$ cat config.mk
export PLATFORM = sky130hd
export DESIGN_NAME = op_ring_ctrl
export DESIGN_NICKNAME = d
export VERILOG_FILES = /design/src/hw/spmv_pkg.sv /design/src/hw/op_ring_ctrl.sv
export SDC_FILE = /design/constraint.sdc
export NUM_CORES = 1
export LEC_CHECK = 0
export ABC_AREA = 0
export BUFFER_PORTS_ARGS = -buffer_cell sky130_fd_sc_hd__buf_4
export CAP_MARGIN = 40
export CORE_MARGIN = 10
export CORE_UTILIZATION = 60
export DETAILED_ROUTE_END_ITERATION = 10
export HOLD_SLACK_MARGIN = 0.05
export PLACE_DENSITY = 0.82
export SKIP_LAST_GASP = 1
export SYNTH_ARGS = -nofsm -noshare
export SYNTH_HDL_FRONTEND = slang
export SYNTH_SLANG_ARGS = --single-unit
$ cat constraint.sdc
create_clock -name clk -period 4.2 [get_ports clk]
set_input_delay 0.42 -clock clk [delete_from_list [all_inputs] [get_ports clk]]
set_output_delay 0.42 -clock clk [all_outputs]
set_load 0.01 [all_outputs]
$ cat src/hw/spmv_pkg.sv
package spmv_pkg;

    // memory side widths
    typedef logic [47:0] addr_t;
    typedef logic [63:0] word_t;

    // pe register file
    typedef logic [47:0] pe_reg_t;
    typedef logic [3:0]  reg_idx_t;
    typedef logic [3:0]  pe_id_t;

    // tags on the memory bus
    typedef logic [1:0] ld_tag_t;
    typedef logic [2:0] rsp_tag_t;

    typedef enum logic [2:0] {
        OP_NOP    = 3'd0,
        OP_RST    = 3'd1,
        OP_LD     = 3'd2,
        OP_READ   = 3'd3,
        OP_STEADY = 3'd4,
        OP_RETURN = 3'd5
    } opcode_t;

    typedef enum logic {
        PE_IDLE,
        PE_STEADY
    } pe_state_t;

    // op word layout, opcode | pe id | bcast | reg idx | data
    localparam int OP_ARG_PE = 3;
    localparam int OP_ARG_1  = 8;
    localparam int OP_ARG_2  = 12;

    localparam int NUM_PE_REGS  = 4;
    localparam int STORE_STRIDE = 8;

    // msb of the quiet counter ends steady state
    localparam int STEADY_TIMEOUT_BITS = 6;

endpackage
$ cat src/hw/op_ring_ctrl.sv
module op_ring_ctrl import spmv_pkg::*; #(
    parameter pe_id_t PE_ID = '0
) (
    input  logic  clk,
    input  logic  arst_n,
    input  word_t op_in,
    output word_t op_out,
    input  logic  busy_in,
    output logic  busy_out,
    input  logic  store_issued,
    input  logic  queues_idle,
    output logic  soft_rst,
    output addr_t store_addr,
    output logic  store_en
);

    localparam int REG_SEL_W = $clog2(NUM_PE_REGS);
    localparam int MSB_Q     = STEADY_TIMEOUT_BITS - 1;

    word_t                          op_in_r;
    word_t                          op_r;
    pe_reg_t                        regs [NUM_PE_REGS];
    pe_state_t                      state;
    logic [STEADY_TIMEOUT_BITS-1:0] quiet_cnt;
    logic                           busy_in_r;

    opcode_t  op_code;
    reg_idx_t op_idx;
    logic     op_hit;
    logic     idx_ok;
    logic     dec_rst;
    logic     dec_ld;
    logic     dec_read;
    logic     dec_steady;
    word_t    ret_op;

    // decode stage looks at the op one ring slot behind op_in_r
    assign op_code = opcode_t'(op_r[OP_ARG_PE-1:0]);
    assign op_idx  = op_r[OP_ARG_2-1:OP_ARG_1];
    assign op_hit  = op_r[OP_ARG_1-1] || (op_r[OP_ARG_1-2:OP_ARG_PE] == PE_ID);
    assign idx_ok  = (op_idx < reg_idx_t'(NUM_PE_REGS));

    assign dec_rst    = op_hit && (op_code == OP_RST);
    assign dec_ld     = op_hit && (op_code == OP_LD) && idx_ok;
    assign dec_read   = op_hit && (op_code == OP_READ) && idx_ok;
    assign dec_steady = op_hit && (op_code == OP_STEADY);

    // answer to a read, data field zero extended
    always_comb begin
        ret_op                          = '0;
        ret_op[OP_ARG_PE-1:0]           = OP_RETURN;
        ret_op[OP_ARG_1-2:OP_ARG_PE]    = PE_ID;
        ret_op[OP_ARG_2-1:OP_ARG_1]     = op_idx;
        ret_op[OP_ARG_2 +: $bits(pe_reg_t)] = regs[op_idx[REG_SEL_W-1:0]];
    end

    assign store_addr = regs[0];
    assign store_en   = (regs[0] != regs[1]);

    // two stage ring, a read replaces the slot behind it
    always_ff @(posedge clk or negedge arst_n) begin
        if (!arst_n) begin
            op_in_r <= '0;
            op_r    <= '0;
            op_out  <= '0;
        end else begin
            op_in_r <= op_in;
            op_r    <= op_in_r;
            if (dec_read)
                op_out <= ret_op;
            else
                op_out <= op_in_r;
        end
    end

    // register file, a load wins over the store pointer step
    always_ff @(posedge clk or negedge arst_n) begin
        if (!arst_n) begin
            for (int i = 0; i < NUM_PE_REGS; i++)
                regs[i] <= '0;
        end else begin
            if (store_issued)
                regs[0] <= regs[0] + pe_reg_t'(STORE_STRIDE);
            if (dec_ld)
                regs[op_idx[REG_SEL_W-1:0]] <= op_r[OP_ARG_2 +: $bits(pe_reg_t)];
        end
    end

    // idle / steady fsm
    always_ff @(posedge clk or negedge arst_n) begin
        if (!arst_n) begin
            state    <= PE_IDLE;
            soft_rst <= 1'b0;
        end else begin
            soft_rst <= dec_rst;
            if (dec_rst)
                state <= PE_IDLE;
            else if (dec_steady)
                state <= PE_STEADY;
            else if (state == PE_STEADY && quiet_cnt[MSB_Q])
                state <= PE_IDLE;
        end
    end

    // counts cycles with nothing left to store or send, holds at the msb
    always_ff @(posedge clk or negedge arst_n) begin
        if (!arst_n)
            quiet_cnt <= '0;
        else if (store_en || !queues_idle)
            quiet_cnt <= '0;
        else if (!quiet_cnt[MSB_Q])
            quiet_cnt <= quiet_cnt + 1'b1;
    end

    always_ff @(posedge clk or negedge arst_n) begin
        if (!arst_n) begin
            busy_in_r <= 1'b0;
            busy_out  <= 1'b0;
        end else begin
            busy_in_r <= busy_in;
            busy_out  <= busy_in_r || (state == PE_STEADY);
        end
    end

endmodule

# Word-level counts from Yosys, hierarchy flattened
# Index checks and enable logic that the tools add are counted.
# totals
regBits	390
inputBits	69
# classes
addsub	2
order_cmp	3
n_eq_ne	6
muxes	14
bitwise	1
n_reduce_logical	14
# op_table
operator	count
$bwmux W192	1
$mux W192	1
$mux W48	4
$bmux W48 S2	1
$demux W48 S2	1
$mux W64	1
$add A48 B4 Y48 const B	1
$ne A48 B48 Y1	1
$mux W6	2
$logic_and A1 B1 Y1	8
$add A6 B1 Y6 const B	1
$eq A3 B2 Y1 const B	2
$logic_not A4 Y1	1
$lt A4 B3 Y1 const B	1
$eq A3 B1 Y1 const B	1
$eq A3 B3 Y1 const B	1
$ge A3 B3 Y1 const B	1
$logic_or A1 B1 Y1	3
$lt A3 B1 Y1 const B	1
$mux W1	3
$not A2 Y3	1
$reduce_bool A3 Y1	1
$ne A2 B1 Y1 const B	1
$logic_not A1 Y1	1

# Logic depth before layout (Yosys ltp)
# depth
word_depth	7
mapped_depth	8

# Least setup slack after synthesis
# No wires, ideal clock.
# synth_timing
kind	reg2reg
from	register op_r[2]
to	register regs[123] (netlist name)
setup_time_ps	125
t_arrival_ps	1875
required_time_ps	4075
slack_ps	2200
stages_incl_launch_ff	7
path_buffers	2
path_cell_list	dfrtp_1 > nor4b_2 > o21ai_1 > nor4b_2 > buf_2 > buf_4 > mux2_2
# synth_between
elab_chain_len	3
# synth_rtl
element	line	rtl
start, declared	op_ring_ctrl.sv:21	word_t op_r;
start signal, assigned	op_ring_ctrl.sv:68	op_r <= op_in_r;
$eq A3 B2 Y1	op_ring_ctrl.sv:44	assign dec_ld = op_hit && (op_code == OP_LD) && idx_ok;
$logic_and A1 B1 Y1 (2 in series)	op_ring_ctrl.sv:44	
end signal, assigned by index	op_ring_ctrl.sv:85	regs[op_idx[REG_SEL_W-1:0]] <= op_r[OP_ARG_2 +: $bits(pe_reg_t)];
end, declared	op_ring_ctrl.sv:22	pe_reg_t regs [NUM_PE_REGS];
# No other way between the ends.
# A chain may end at the register's enable or synchronous reset.

# Final worst setup path
# layout_timing
from	register regs (netlist bit store_addr[3])
to	output store_en
# layout_between
elab_chain_len	1
# layout_rtl
element	line	rtl
$ne A48 B48 Y1	op_ring_ctrl.sv:58	assign store_en = (regs[0] != regs[1]);
end, declared	op_ring_ctrl.sv:14	output logic store_en
# No other way between the ends.

==> flow_summary.json <==
{
  "status": "finished clean",
  "grt_pass1_vias": 10372,
  "path_buf_inv": 1,
  "rows": 59,
  "hold_violations": 0,
  "grt_max_degree": 153,
  "grt_pass1_wl_mm": 60.7,
  "grtUsageTotal_pct": 22.9,
  "cp.required_ns": 3.78,
  "yosys.area_share.simple_pct": 6.73,
  "cpLargestDelayFamily": "simple AND/OR/NAND/NOR gates",
  "ff2ff_path_depth": 6,
  "clkPwrFrac_pct": 37.9,
  "period_needed_ns": 2.97,
  "synth_top_area_cell": "dfrtp_1",
  "intPower_mw": 6.81,
  "first_iter_violations": 770,
  "detail-route-antenna-nets": 0,
  "synth_seq_area_share_pct": 61.4,
  "numPlacedInstances": 1516,
  "cpPeakStageDelay_ns": 0.46,
  "dp_hpwl_mm": 23.9,
  "ys_seq_elements": 390,
  "p_sw_share_pct": 26.5,
  "yosysUniqueCellTypes": 39,
  "grt_overflow": 0,
  "cts_tree": "yes",
  "synth_top_area_share_pct": 61.4,
  "drc": 0,
  "maxUsedRoutingLayer": "met4",
  "path_class": "reg2out",
  "synth_xor_area_share_pct": 5.24,
  "path_cells": "xnor2_1 -> nand4_1 -> nor4_1 -> nand3_1 -> buf_4",
  "power_per_cell_area_nw_per_um2": 483,
  "io_buffers": 183,
  "post-cts-setup-buffer-count": 0,
  "wl_per_cell_microns": 23.2,
  "slew_viol_final": 0,
  "wl_met2_mm": 18.8,
  "grt_antenna_before_repair": 0,
  "ir_worst_vdd_uv": 385,
  "p_comb_share_pct": 13.7,
  "p_leak_nw": 8.56,
  "place_congestion": 0.858,
  "cp-end-kind": "output pin",
  "synth_mux_area_share_pct": 20.7,
  "n_antenna_cell": 0,
  "syn_area_per_cell_sq_um": 14.5,
  "areaGrowthSynthToFinish_pct": 20.6,
  "start_util_pct": 61.0,
  "synth_compound_area_share_pct": 1.70,
  "insertion_delay_ns": 0.55,
  "setup_tns_ns": 0,
  "cts_buffer_depth": 3,
  "vias": 9610,
  "synth_adder_area_share_pct": 0.157,
  "avgViaCountPerCell": 5.83,
  "postSynthCellCount": 1095,
  "path_clk_slew_ns": 0.07,
  "synth-edff-count": 0,
  "ios": 184,
  "rsz0062_at_grt": "no",
  "drv_cap": 0,
  "synth_top_family_by_area": "multiplexers",
  "slew_headroom_pct": 42.2,
  "die-area_sq_um": 33400,
  "nets": 1360,
  "ctsHtreeMaxLevel": 2,
  "wl_mm": 38.2,
  "synth_ff_type": "dfrtp_1",
  "p_sw_mw": 2.45,
  "cp.arrival_ns": 2.55,
  "hp-class": "in2reg",
  "numCtsBuffers": 40,
  "crit_slowest_cell": "dfrtp_1",
  "skew_ns": 0.0184,
  "core_area_sq_um": 26100,
  "cts.sinks": 390,
  "min_delay_path_depth": 3,
  "worst_pin_slew_ns": 0.867,
  "n_fill_cell": 1597,
  "stdcell_count": 1648,
  "syn-cell-area_sq_um": 15900,
  "route.met3.wl_mm": 3.00,
  "die_w_microns": 183,
  "period_share_pct": 70.8,
  "seq_power_share_pct": 48.3,
  "wl_met1_mm": 15.4,
  "synth_area_leaders": "dfrtp_1 61%, mux2_2 14%, mux4_2 6.8%, xnor2_1 4.7%, buf_4 2.4%",
  "finalPower_mw": 9.26,
  "synth_fp_nets": 1166,
  "cts_root_buf": "clkbuf_16",
  "yosysWarnings": 0,
  "layout-drive-gt1-share_pct": 38.8,
  "first_pass_iters": 5,
  "finalSetupViolations": 0,
  "async_flop_share_pct": 100,
  "cp_max_fo": 6,
  "start_kind": "flop",
  "crit_cells": 5,
  "fmax_mhz": 336,
  "die_h_microns": 183
}
routing by layer:
layer  track usage [%]  vias to the layer above
met5                 0                        -
met4              7.32                        0
met3              6.14                       68
met2              36.9                      329
met1              29.9                     5010
li1                  -                     4203
cells in the mapped netlist, drive strengths merged, types with 2 or more instances:
cell type	n
xnor2	85
ha	2
nand2	57
or4	2
nor3	13
nand4	24
inv	5
mux4	48
nand2b	2
a21oi	10
nor2b	3
o21ai	37
o31ai	2
and4	7
and3	7
and2	14
mux2i	2
dfrtp	390
nor4	21
clkbuf	33
buf	76
nor4b	3
a31oi	2
nor2	23
nand3	19
xor2	10
mux2	194
path summary, 6_finish.rpt:
| path | startpoint | end | slack, ns |
|---|---|---|---|
| hold reg to reg | op_in_r[11] | op_r[11] | 0.37 |
| hold / removal | store_issued | store_addr[3] | 0.21 |
| min in group asynchronous | arst_n | op_out[25] | 0.46 |
| setup / recovery | store_addr[3] | store_en | 1.23 |
| setup reg to reg | store_addr[3] | store_addr[47] | 1.50 |
| max in group asynchronous | arst_n | op_out[45] | 2.51 |
worst min-delay path, cell delays in order:
cell and delay, ns:
buf_4 0.11, xnor2_1 0.10, o21ai_0 0.07
placed cells by master, fill, tap and decap left out, drive strengths merged, types with 2 or more instances in the layout:
| master | instances |
|---|---|
| a21oi | 10 |
| or4 | 2 |
| bufinv | 3 |
| dfrtp | 390 |
| and3 | 7 |
| nand4 | 24 |
| nand2b | 2 |
| a31oi | 2 |
| xnor2 | 85 |
| and2 | 14 |
| nor2 | 23 |
| clkinv | 10 |
| mux4 | 48 |
| nor3 | 13 |
| o21ai | 37 |
| dlygate4sd3 | 66 |
| buf | 195 |
| and4 | 7 |
| xor2 | 10 |
| nor2b | 3 |
| o31ai | 2 |
| clkbuf | 49 |
| mux2 | 194 |
| nor4b | 3 |
| inv | 8 |
| nand3 | 19 |
| nand2 | 57 |
| mux2i | 2 |
| nor4 | 21 |
| ha | 2 |
registers in the layout (all words and copies together), names as in the netlist:
register / cells
op_r: 60
op_out: 64
op_in_r: 64
quiet_cnt: 6
regs: 144
busy_in_r: 1
soft_rst: 1
busy_out: 1
state: 1
store_addr: 48
power groups by stage:
stage / Clock, mW / Sequential, mW / Combinational, mW
after floorplan: 0 / 4.37 / 0.864
after global placement: 0 / 4.50 / 1.21
after detailed placement: 0 / 4.52 / 1.22
after CTS: 3.55 / 4.46 / 1.28
after global routing: 3.70 / 4.51 / 1.38
final: 3.51 / 4.48 / 1.27
per-stage QoR:
step | util, % | hold WS, ns | setup slack (ns) | area, sq um
floorplan | - | 0.124 | 2.20 | 15900
global placement | 66.0 | 0.352 | 1.72 | 17200
detailed placement | 66.0 | 0.353 | 1.56 | 17200
CTS | 73.5 | 0.208 | 1.26 | 19200
global route | 73.5 | 0.227 | 1.11 | 19200
finish | 73.5 | 0.212 | 1.23 | 19200
final cells by class:
type / instances / area, sq um / area share (%)
Sequential cell: 390 / 9760 / 51.0
Clock buffer: 49 / 1090 / 5.71
Inverter: 5 / 18.8 / 0.0980
Clock inverter: 17 / 199 / 1.04
Multi-Input combinational cell: 591 / 5510 / 28.7
Tap cell: 335 / 419 / 2.19
Timing Repair Buffer: 261 / 2160 / 11.3
cells by family after synthesis:
logic type,Yosys count
compound gates,52
mux,244
flops,390
xor+xnor,95
fa+ha+maj,2
simple gates,198
buf+inv,114
repair_timing:
action                                 4_1_cts  5_1_grt
hold buffers                                66        0
resized for setup                            0        0
endpoints found under the hold margin      155        0
No activity file was read; power rests on OpenSTA's default activity.
