[src/hw/spmv_pkg.sv]
package spmv_pkg;

    // memory side widths
    typedef logic [47:0] addr_t;
    typedef logic [63:0] word_t;

    // pe register file
    typedef logic [47:0] pe_reg_t;
    typedef logic [3:0]  reg_idx_t;
    typedef logic [3:0]  pe_id_t;

    // tags on the memory bus
    typedef logic [1:0] ld_tag_t;
    typedef logic [2:0] rsp_tag_t;

    typedef enum logic [2:0] {
        OP_NOP    = 3'd0,
        OP_RST    = 3'd1,
        OP_LD     = 3'd2,
        OP_READ   = 3'd3,
        OP_STEADY = 3'd4,
        OP_RETURN = 3'd5
    } opcode_t;

    typedef enum logic {
        PE_IDLE,
        PE_STEADY
    } pe_state_t;

    // op word layout, opcode | pe id | bcast | reg idx | data
    localparam int OP_ARG_PE = 3;
    localparam int OP_ARG_1  = 8;
    localparam int OP_ARG_2  = 12;

    localparam int NUM_PE_REGS  = 4;
    localparam int STORE_STRIDE = 8;

    // msb of the quiet counter ends steady state
    localparam int STEADY_TIMEOUT_BITS = 6;

endpackage
[src/hw/mem_port.sv]
module mem_port import spmv_pkg::*; #(
    parameter int REQ_DEPTH = 32
) (
    input  logic     clk,
    input  logic     arst_n,
    input  logic     soft_rst,
    input  logic     fwd_ld,
    input  logic     fwd_st,
    input  addr_t    fwd_addr,
    input  word_t    fwd_d_or_tag,
    output logic     req_arb_stall,
    output logic     queues_idle,
    output logic     req_mem_ld,
    output logic     req_mem_st,
    output addr_t    req_mem_addr,
    output word_t    req_mem_d_or_tag,
    input  logic     req_mem_stall,
    input  logic     rsp_mem_push,
    input  rsp_tag_t rsp_mem_tag,
    input  word_t    rsp_mem_q,
    output logic     rsp_mem_stall,
    output logic     dec_rsp_push,
    output ld_tag_t  dec_rsp_tag,
    output logic     cache_rsp_push,
    output word_t    rsp_data,
    input  logic     dec_rsp_stall
);

    localparam int REQ_W = $bits(word_t) + $bits(addr_t) + 2;

    logic [REQ_W-1:0] req_q;
    logic             req_empty;
    logic             req_pop;
    logic             req_mem_stall_r;
    logic             rsp_push_r;
    rsp_tag_t         rsp_tag_r;

    // entry layout is data | addr | st | ld
    sync_fifo #(.WIDTH(REQ_W), .DEPTH(REQ_DEPTH), .ALMOST_FULL_COUNT(4)) req_fifo (
        .clk(clk), .arst_n(arst_n), .flush(soft_rst),
        .push(fwd_ld || fwd_st), .pop(req_pop),
        .d({fwd_d_or_tag, fwd_addr, fwd_st, fwd_ld}), .q(req_q),
        .full(), .empty(req_empty), .almost_full(req_arb_stall)
    );

    assign req_pop     = !req_empty && !req_mem_stall_r;
    assign queues_idle = req_empty && !fwd_ld && !fwd_st;

    always_ff @(posedge clk or negedge arst_n) begin
        if (!arst_n) begin
            req_mem_stall_r <= 1'b0;
            req_mem_ld      <= 1'b0;
            req_mem_st      <= 1'b0;
            rsp_mem_stall   <= 1'b0;
            rsp_push_r      <= 1'b0;
        end else begin
            req_mem_stall_r <= req_mem_stall;
            req_mem_ld      <= req_pop && req_q[0];
            req_mem_st      <= req_pop && req_q[1];
            rsp_mem_stall   <= dec_rsp_stall;
            rsp_push_r      <= rsp_mem_push;
        end
    end

    always_ff @(posedge clk) begin
        req_mem_addr     <= req_q[2 +: $bits(addr_t)];
        req_mem_d_or_tag <= req_q[REQ_W-1 -: $bits(word_t)];
        rsp_tag_r        <= rsp_mem_tag;
        rsp_data         <= rsp_mem_q;
    end

    // tag bit 0 set means the response belongs to the cache
    assign dec_rsp_push   = rsp_push_r && !rsp_tag_r[0];
    assign cache_rsp_push = rsp_push_r && rsp_tag_r[0];
    assign dec_rsp_tag    = rsp_tag_r[2:1];

endmodule

[src/hw/sync_fifo.sv]
module sync_fifo #(
    parameter int WIDTH             = 64,
    parameter int DEPTH             = 32,
    parameter int ALMOST_FULL_COUNT = 4
) (
    input  logic             clk,
    input  logic             arst_n,
    input  logic             flush,
    input  logic             push,
    input  logic             pop,
    input  logic [WIDTH-1:0] d,
    output logic [WIDTH-1:0] q,
    output logic             full,
    output logic             empty,
    output logic             almost_full
);

    localparam int PTR_W = (DEPTH > 1) ? $clog2(DEPTH) : 1;
    localparam int CNT_W = $clog2(DEPTH + 1);

    typedef logic [PTR_W-1:0] ptr_t;

    logic [WIDTH-1:0] mem [DEPTH];
    ptr_t             rd_ptr;
    ptr_t             wr_ptr;
    logic [CNT_W-1:0] count;
    logic             do_push;
    logic             do_pop;

    function automatic ptr_t next_ptr(ptr_t p);
        return (p == ptr_t'(DEPTH - 1)) ? '0 : p + 1'b1;
    endfunction

    // a push into a full queue only lands when the head leaves
    assign do_pop  = pop && !empty;
    assign do_push = push && (!full || do_pop);

    assign q           = mem[rd_ptr];
    assign empty       = (count == '0);
    assign full        = (count == CNT_W'(DEPTH));
    assign almost_full = (int'(count) >= DEPTH - ALMOST_FULL_COUNT);

    always_ff @(posedge clk) begin
        if (do_push && !flush)
            mem[wr_ptr] <= d;
    end

    always_ff @(posedge clk or negedge arst_n) begin
        if (!arst_n) begin
            rd_ptr <= '0;
            wr_ptr <= '0;
            count  <= '0;
        end else if (flush) begin
            rd_ptr <= '0;
            wr_ptr <= '0;
            count  <= '0;
        end else begin
            if (do_push)
                wr_ptr <= next_ptr(wr_ptr);
            if (do_pop)
                rd_ptr <= next_ptr(rd_ptr);
            if (do_push && !do_pop)
                count <= count + 1'b1;
            else if (do_pop && !do_push)
                count <= count - 1'b1;
        end
    end

endmodule

[config.mk]
export PLATFORM = sky130hd
export DESIGN_NAME = mem_port
export DESIGN_NICKNAME = d
export VERILOG_FILES = /design/src/hw/spmv_pkg.sv /design/src/hw/mem_port.sv /design/src/hw/sync_fifo.sv
export SDC_FILE = /design/constraint.sdc
export NUM_CORES = 2
export LEC_CHECK = 0
export BUFFER_PORTS_ARGS = -buffer_cell sky130_fd_sc_hd__buf_2
export CORE_MARGIN = 2
export CORE_UTILIZATION = 30
export CTS_CLUSTER_DIAMETER = 50
export DETAILED_ROUTE_END_ITERATION = 16
export PLACE_DENSITY = 0.45
export SLEW_MARGIN = 20
export SYNTH_ARGS = -nofsm -noshare
export SYNTH_HDL_FRONTEND = slang
export SYNTH_SLANG_ARGS = --single-unit
[constraint.sdc]
create_clock -name clk -period 8.6 [get_ports clk]
set_input_delay 0 -clock clk [delete_from_list [all_inputs] [get_ports clk]]
set_output_delay 0 -clock clk [all_outputs]
set_load 0.05 [all_outputs]
Word level (Yosys, flattened, before mapping). Memories as Yosys holds them, arrays and structs flattened. Index checks and enable logic that the tools add are counted. Widths: inputs -> output; s select.

Eq/ne operators: 3. Multiplexer cells: 11. $lt $le $gt $ge: 1. Reduce and logical (&&, ||, !) cells: 27. Add/sub/neg operators: 4.

Operators with widths (count): $mux 5 (6); $mux 6 (3); $logic_and 1x1->1 (12); $add 5x1->5 const B (2); $eq 5x5->1 const B (2); $logic_not 1->1 (9); $add 6x1->6 const B (1); $eq 6x6->1 const B (1); $ge 6x5->1 const B (1); $logic_not 6->1 (1); $sub 6x1->6 const B (1); $reduce_bool 2->1 (2); $reduce_bool 3->1 (1); $logic_or 1x1->1 (2); $mux 1 (2).

Memory bits (writable): 3648. Logic and storage cells: 59. Bits in registers: 200. Output and inout bits: 185. Memories: 1.

Memory list: req_fifo.mem (depth 32, bits a word 114, rd ports 1, clocked after Yosys merged registers in 0, wr ports 1, line sync_fifo.sv:23) `logic [WIDTH-1:0] mem [DEPTH];`.

Longest topological paths before layout.
Depth after elaboration: 11. Mapped depth: 11.

Modules after synthesis. From an unflattened synthesis, not the netlist that was laid out.

Cells, all modules: 5736. Area total of the unflattened synthesis: 143049.7 um2.

By module, submodules not included: sync_fifo (instances 1, area an instance 139276.1 um2, cells an instance 5543); mem_port (instances 1, area an instance 3773.6 um2, cells an instance 193).

Worst setup path after synthesis. Ideal clock, no wire load.

Kind: reg-to-reg. Start point: register req_fifo.count[0]. End point: memory req_fifo.mem[29][0] (netlist name), enable pin. Clock period less this slack: 6.582 ns. Slack: 2.018 ns. Arrival: 5.994 ns. Cell stages (with the launch flop): 7. Data required time: 8.011 ns. Path buffers: 1. Cell sequence: dfrtp_1 or4_1 clkbuf_1 o31ai_2 nor2_1 nand2_1 nor2_1.

Word-level cells in the longest chain between the ends: 9. Elaborated cells on any way between the ends: 11. Those cells by class: 1 x eq/ne; 2 x mux; 8 x reduce/logical.

RTL lines: start, declared (line sync_fifo.sv:26) `logic [CNT_W-1:0] count;`; start signal, assigned (line sync_fifo.sv:63) `count <= count + 1'b1;`; start signal, assigned (line sync_fifo.sv:65) `count <= count - 1'b1;`; $logic_not 6->1 (line sync_fifo.sv:39) `assign empty = (count == '0);`; $logic_not 1->1 (line mem_port.sv:46, sync_fifo.sv:35); $logic_and 1x1->1 (line mem_port.sv:46) `assign req_pop = !req_empty && !req_mem_stall_r;`; $logic_and 1x1->1 (line sync_fifo.sv:35) `assign do_pop = pop && !empty;`; $logic_or 1x1->1 * (line sync_fifo.sv:36) `assign do_push = push && (!full || do_pop);`; $logic_and 1x1->1 * (line sync_fifo.sv:36); $logic_and 1x1->1 * (line sync_fifo.sv:44) `if (do_push && !flush)`; $mux 1 * (line sync_fifo.sv:44); $mux 1 (not written as such) * (line sync_fifo.sv:45) `mem[wr_ptr] <= d;`; end, declared (line sync_fifo.sv:23).

Mark *: on every way between the ends. The rest lies on a longest branch, timed or not.

Final worst setup path.
Start point: register req_fifo.count[0]. End point: memory req_fifo.mem[22][24] (netlist name), enable pin.

Same word-level chain as after synthesis.

==> impl_results.md <==
* Worst r2r path cells at 8
* Cells after synthesis at 5,534
* Slowest stage delay, CP at 0.76 ns
* Mux contribution to synthesized area at 18.86%
* Area grow syn2layout at 20.12%
* Post-Syn Nets at 5,733
* Io pins at 372
* Post-route minimum period at 4.497 ns
* Inserted Clock Buffers at 457
* Post-Synth Simple-Gate Area at 0.3373%
* DRT iter0 DRCs at 5,544
* Crit path cell chain: or4_1 -> o31ai_2 -> nor2_1 -> nand2_1 -> nor2_4 -> buf_4 -> buf_4 -> buf_4
* Initial antenna violation count at 70
* Post-Place Worst Slack at 3.969 ns
* Clk Latency, worst-skew pair at 1.01 ns
* # rows at 253
* Sequential share of the synthesized area at 79.59%
* Mapped Avg Cell Area at 25.80 um^2
* Reg-to-Reg End: req_fifo.mem[22][24]$_DFFE_PP_
* WL final at 386.4 mm
* Net count, final at 6,732
* Max-slew violations at 0
* RR Startpoint: req_fifo.count[0]$_DFFE_PN0P_
* Footprint of the multi-input gates at 28,110 um^2
* FF+latch area at 113,700 um^2
* Critical Path RT at 9.22 ns
* Antenna Nets Post-Route at 0
* Hold Slack at 0.07859 ns
* Post-CTS Setup Bufs at 0
* Setup CP Type: reg2reg
* Core Box Area at 474,500 um^2
* Drt pass-1 iters at 5
* Endpoints failing setup at 0
* R2R setup slack at 4.10 ns
* # fillers at 43,062
* Final hold vios at 0
* Worst slew pin tran at 1.179 ns
* Full die area at 481,500 um^2
* Yosys reg bits at 3,848
* CP max stage cell: o31ai_2
* Ys async rst share at 0.5457%
* Die W at 693.9 um
* WHS Path Cells at 2
* Finished Core Util at 36.15%
* Post-route DRC at 0
* Yosys top cell by area: edfxtp_1
* Max frequency at 222.4 MHz
* Clk pin slew, worst setup/hold paths at 0.06 ns
* Relative slew slack at 21.39%
* Grt ovf at 0
* P_leak at 0.05260 uW
* CP startpoint kind: register
* Max rail drop VDD at 0.1616 mV
* Number of synthesized flops with an enable pin at 3,648
* Critical Path AT at 5.11 ns
* Hold WC Path Type: in2reg
* Initial core utilization at 30.09%
* CP max FO at 39
* Port bufs at 371
* Max H-tree Level at 5
* Top cells by area, synth: edfxtp_1 (77%), mux4_2 (18%), dfxtp_1 (2.5%)
* Main synth FF type: edfxtp_1
* Routed length per instance at 29.24 um
* RePlAce Congestion at 0.6965
* Top delay family on crit path: simple AND/OR/NAND/NOR gates
* Dpl cell area at 152,900 um^2
* # hold bufs at CTS at 299
* Tcrit/Tclk final at 52.29%
* CP Capture Type: register
* Hold EP: req_fifo.mem[16][91]$_DFFE_PP_
* CP most frequent cell: buf_4
* Max Cap Viol at 0
* # clock sinks at 3,848
* Clock Path Buffers at 4
* Layout cells sized above 1 at 36.75%
* Bufs and invs on worst path at 3
* Die height at 693.9 um
* Layout Cell Area excl Fill at 171,500 um^2
* Hpwl dp at 193.4 mm
* Hold path start: fwd_d_or_tag[41]
* RSZ-0062 raised after global routing: no
* CTS root buf: clkbuf_16
* Cell Area, Synth at 142,800 um^2
* Vias/cell at 4.865
* Status: completed
* PD cells at 269.5 nW/um^2
* Clock skew at 0.04294 ns
* Ys Warns at 0
* Largest net degree at the start of global routing at 111
* GRT Overall Usage at 15.82%
* Synth Area in Adders at 0.1104%
* Synth top area share at 76.71%
* Vias in the first global route at 68,941
* Worst setup startpoint: req_fifo.count[0]$_DFFE_PN0P_
* CTS tree: done
* Largest family of logic cells by synthesized area: multiplexers
* First-pass GRT wire length at 540.6 mm
* Final Worst Setup Slack at 4.103 ns
* PostCTS Resize Cnt at 0
* Synth Area in Compound Gates at 0.2050%
* XOR/XNOR Fraction of Synth Area at 0.006134%
* Netlist cell types at 49
* DR vias at 64,290
* Total negative slack at 0 ns
[Yosys cell counts (7+ instances only)]
cell / number
clkbuf_1: 148
dfxtp_1: 179
nor2_1: 49
mux2_2: 117
buf_2: 66
mux4_2: 1136
ha_1: 11
buf_4: 23
buf_1: 35
dfrtp_1: 21
a21oi_1: 7
edfxtp_1: 3648
[registers in the layout (all words and copies together), names as in the netlist, 3 cells and up]
signal and flops:
req_fifo.count 6, req_fifo.mem 3648, req_fifo.rd_ptr 5, req_fifo.wr_ptr 5, req_mem_addr 48, req_mem_d_or_tag 64
rsp_data 64, rsp_tag_r 3
[per-stage QoR]
stage / cells / power [uW]
2_1_floorplan: 5534 / 25200
3_3_place_gp: 12020 / 26960
3_5_place_dp: 12021 / 26990
4_1_cts: 13185 / 46940
5_1_grt: 13198 / 47900
6_report: 13215 / 46220
[cells in the final DEF, fill, tap and decap left out, types with 22 or more instances in the layout]
| cell | instances |
|---|---|
| nor2_4 | 32 |
| clkbuf_16 | 465 |
| inv_6 | 27 |
| clkbuf_1 | 91 |
| buf_12 | 27 |
| buf_2 | 378 |
| buf_4 | 117 |
| clkinv_2 | 84 |
| dfxtp_1 | 179 |
| mux2_2 | 117 |
| edfxtp_1 | 3648 |
| diode_2 | 29 |
| mux4_2 | 1136 |
| clkbuf_8 | 22 |
| dlygate4sd3_1 | 291 |
| bufinv_16 | 50 |
| clkinv_1 | 53 |
[layer usage]
metal / wire length (um) / GRT usage, %
met5: 139 / 0
met4: 10260 / 4.614
met3: 18000 / 2.377
met2: 192900 / 26.67
met1: 165100 / 21.25
[worst max-delay path by stage]
stage / to / slack [ns] / cells past startpoint
floorplan: req_fifo.mem[29][0]$_DFFE_PP_ / 2.02 / 6
global placement: req_fifo.mem[17][83]$_DFFE_PP_ / 3.96 / 7
detailed placement: req_fifo.mem[22][64]$_DFFE_PP_ / 3.97 / 8
CTS: req_fifo.mem[22][17]$_DFFE_PP_ / 3.98 / 8
global route: req_fifo.mem[17][53]$_DFFE_PP_ / 3.78 / 7
finish: req_fifo.mem[22][24]$_DFFE_PP_ / 4.10 / 8
[cell families after synthesis]
| family | after synthesis |
|---|---|
| buf+inv | 283 |
| simple gates | 96 |
| xor+xnor | 1 |
| flops | 3848 |
| fa+ha+maj | 12 |
| mux | 1256 |
| compound gates | 38 |
[layout make-up]
class	instances	share of cell area, %
Sequential cell	3848	66.27
Clock buffer	578	7.159
Multi-Input combinational cell	1403	16.39
Timing Repair Buffer	817	3.673
Clock inverter	287	1.897
Antenna cell	29	0.04231
Tap cell	6247	4.557
Inverter	6	0.01313
[power breakdown]
part / total (uW) / internal (uW) / switching, uW
Sequential: 21200 / 20900 / 297
Combinational: 5380 / 2390 / 2990
Clock: 19700 / 11700 / 7970
Total: 46200 / 35000 / 11300
No activity file was read; power rests on OpenSTA's default activity.
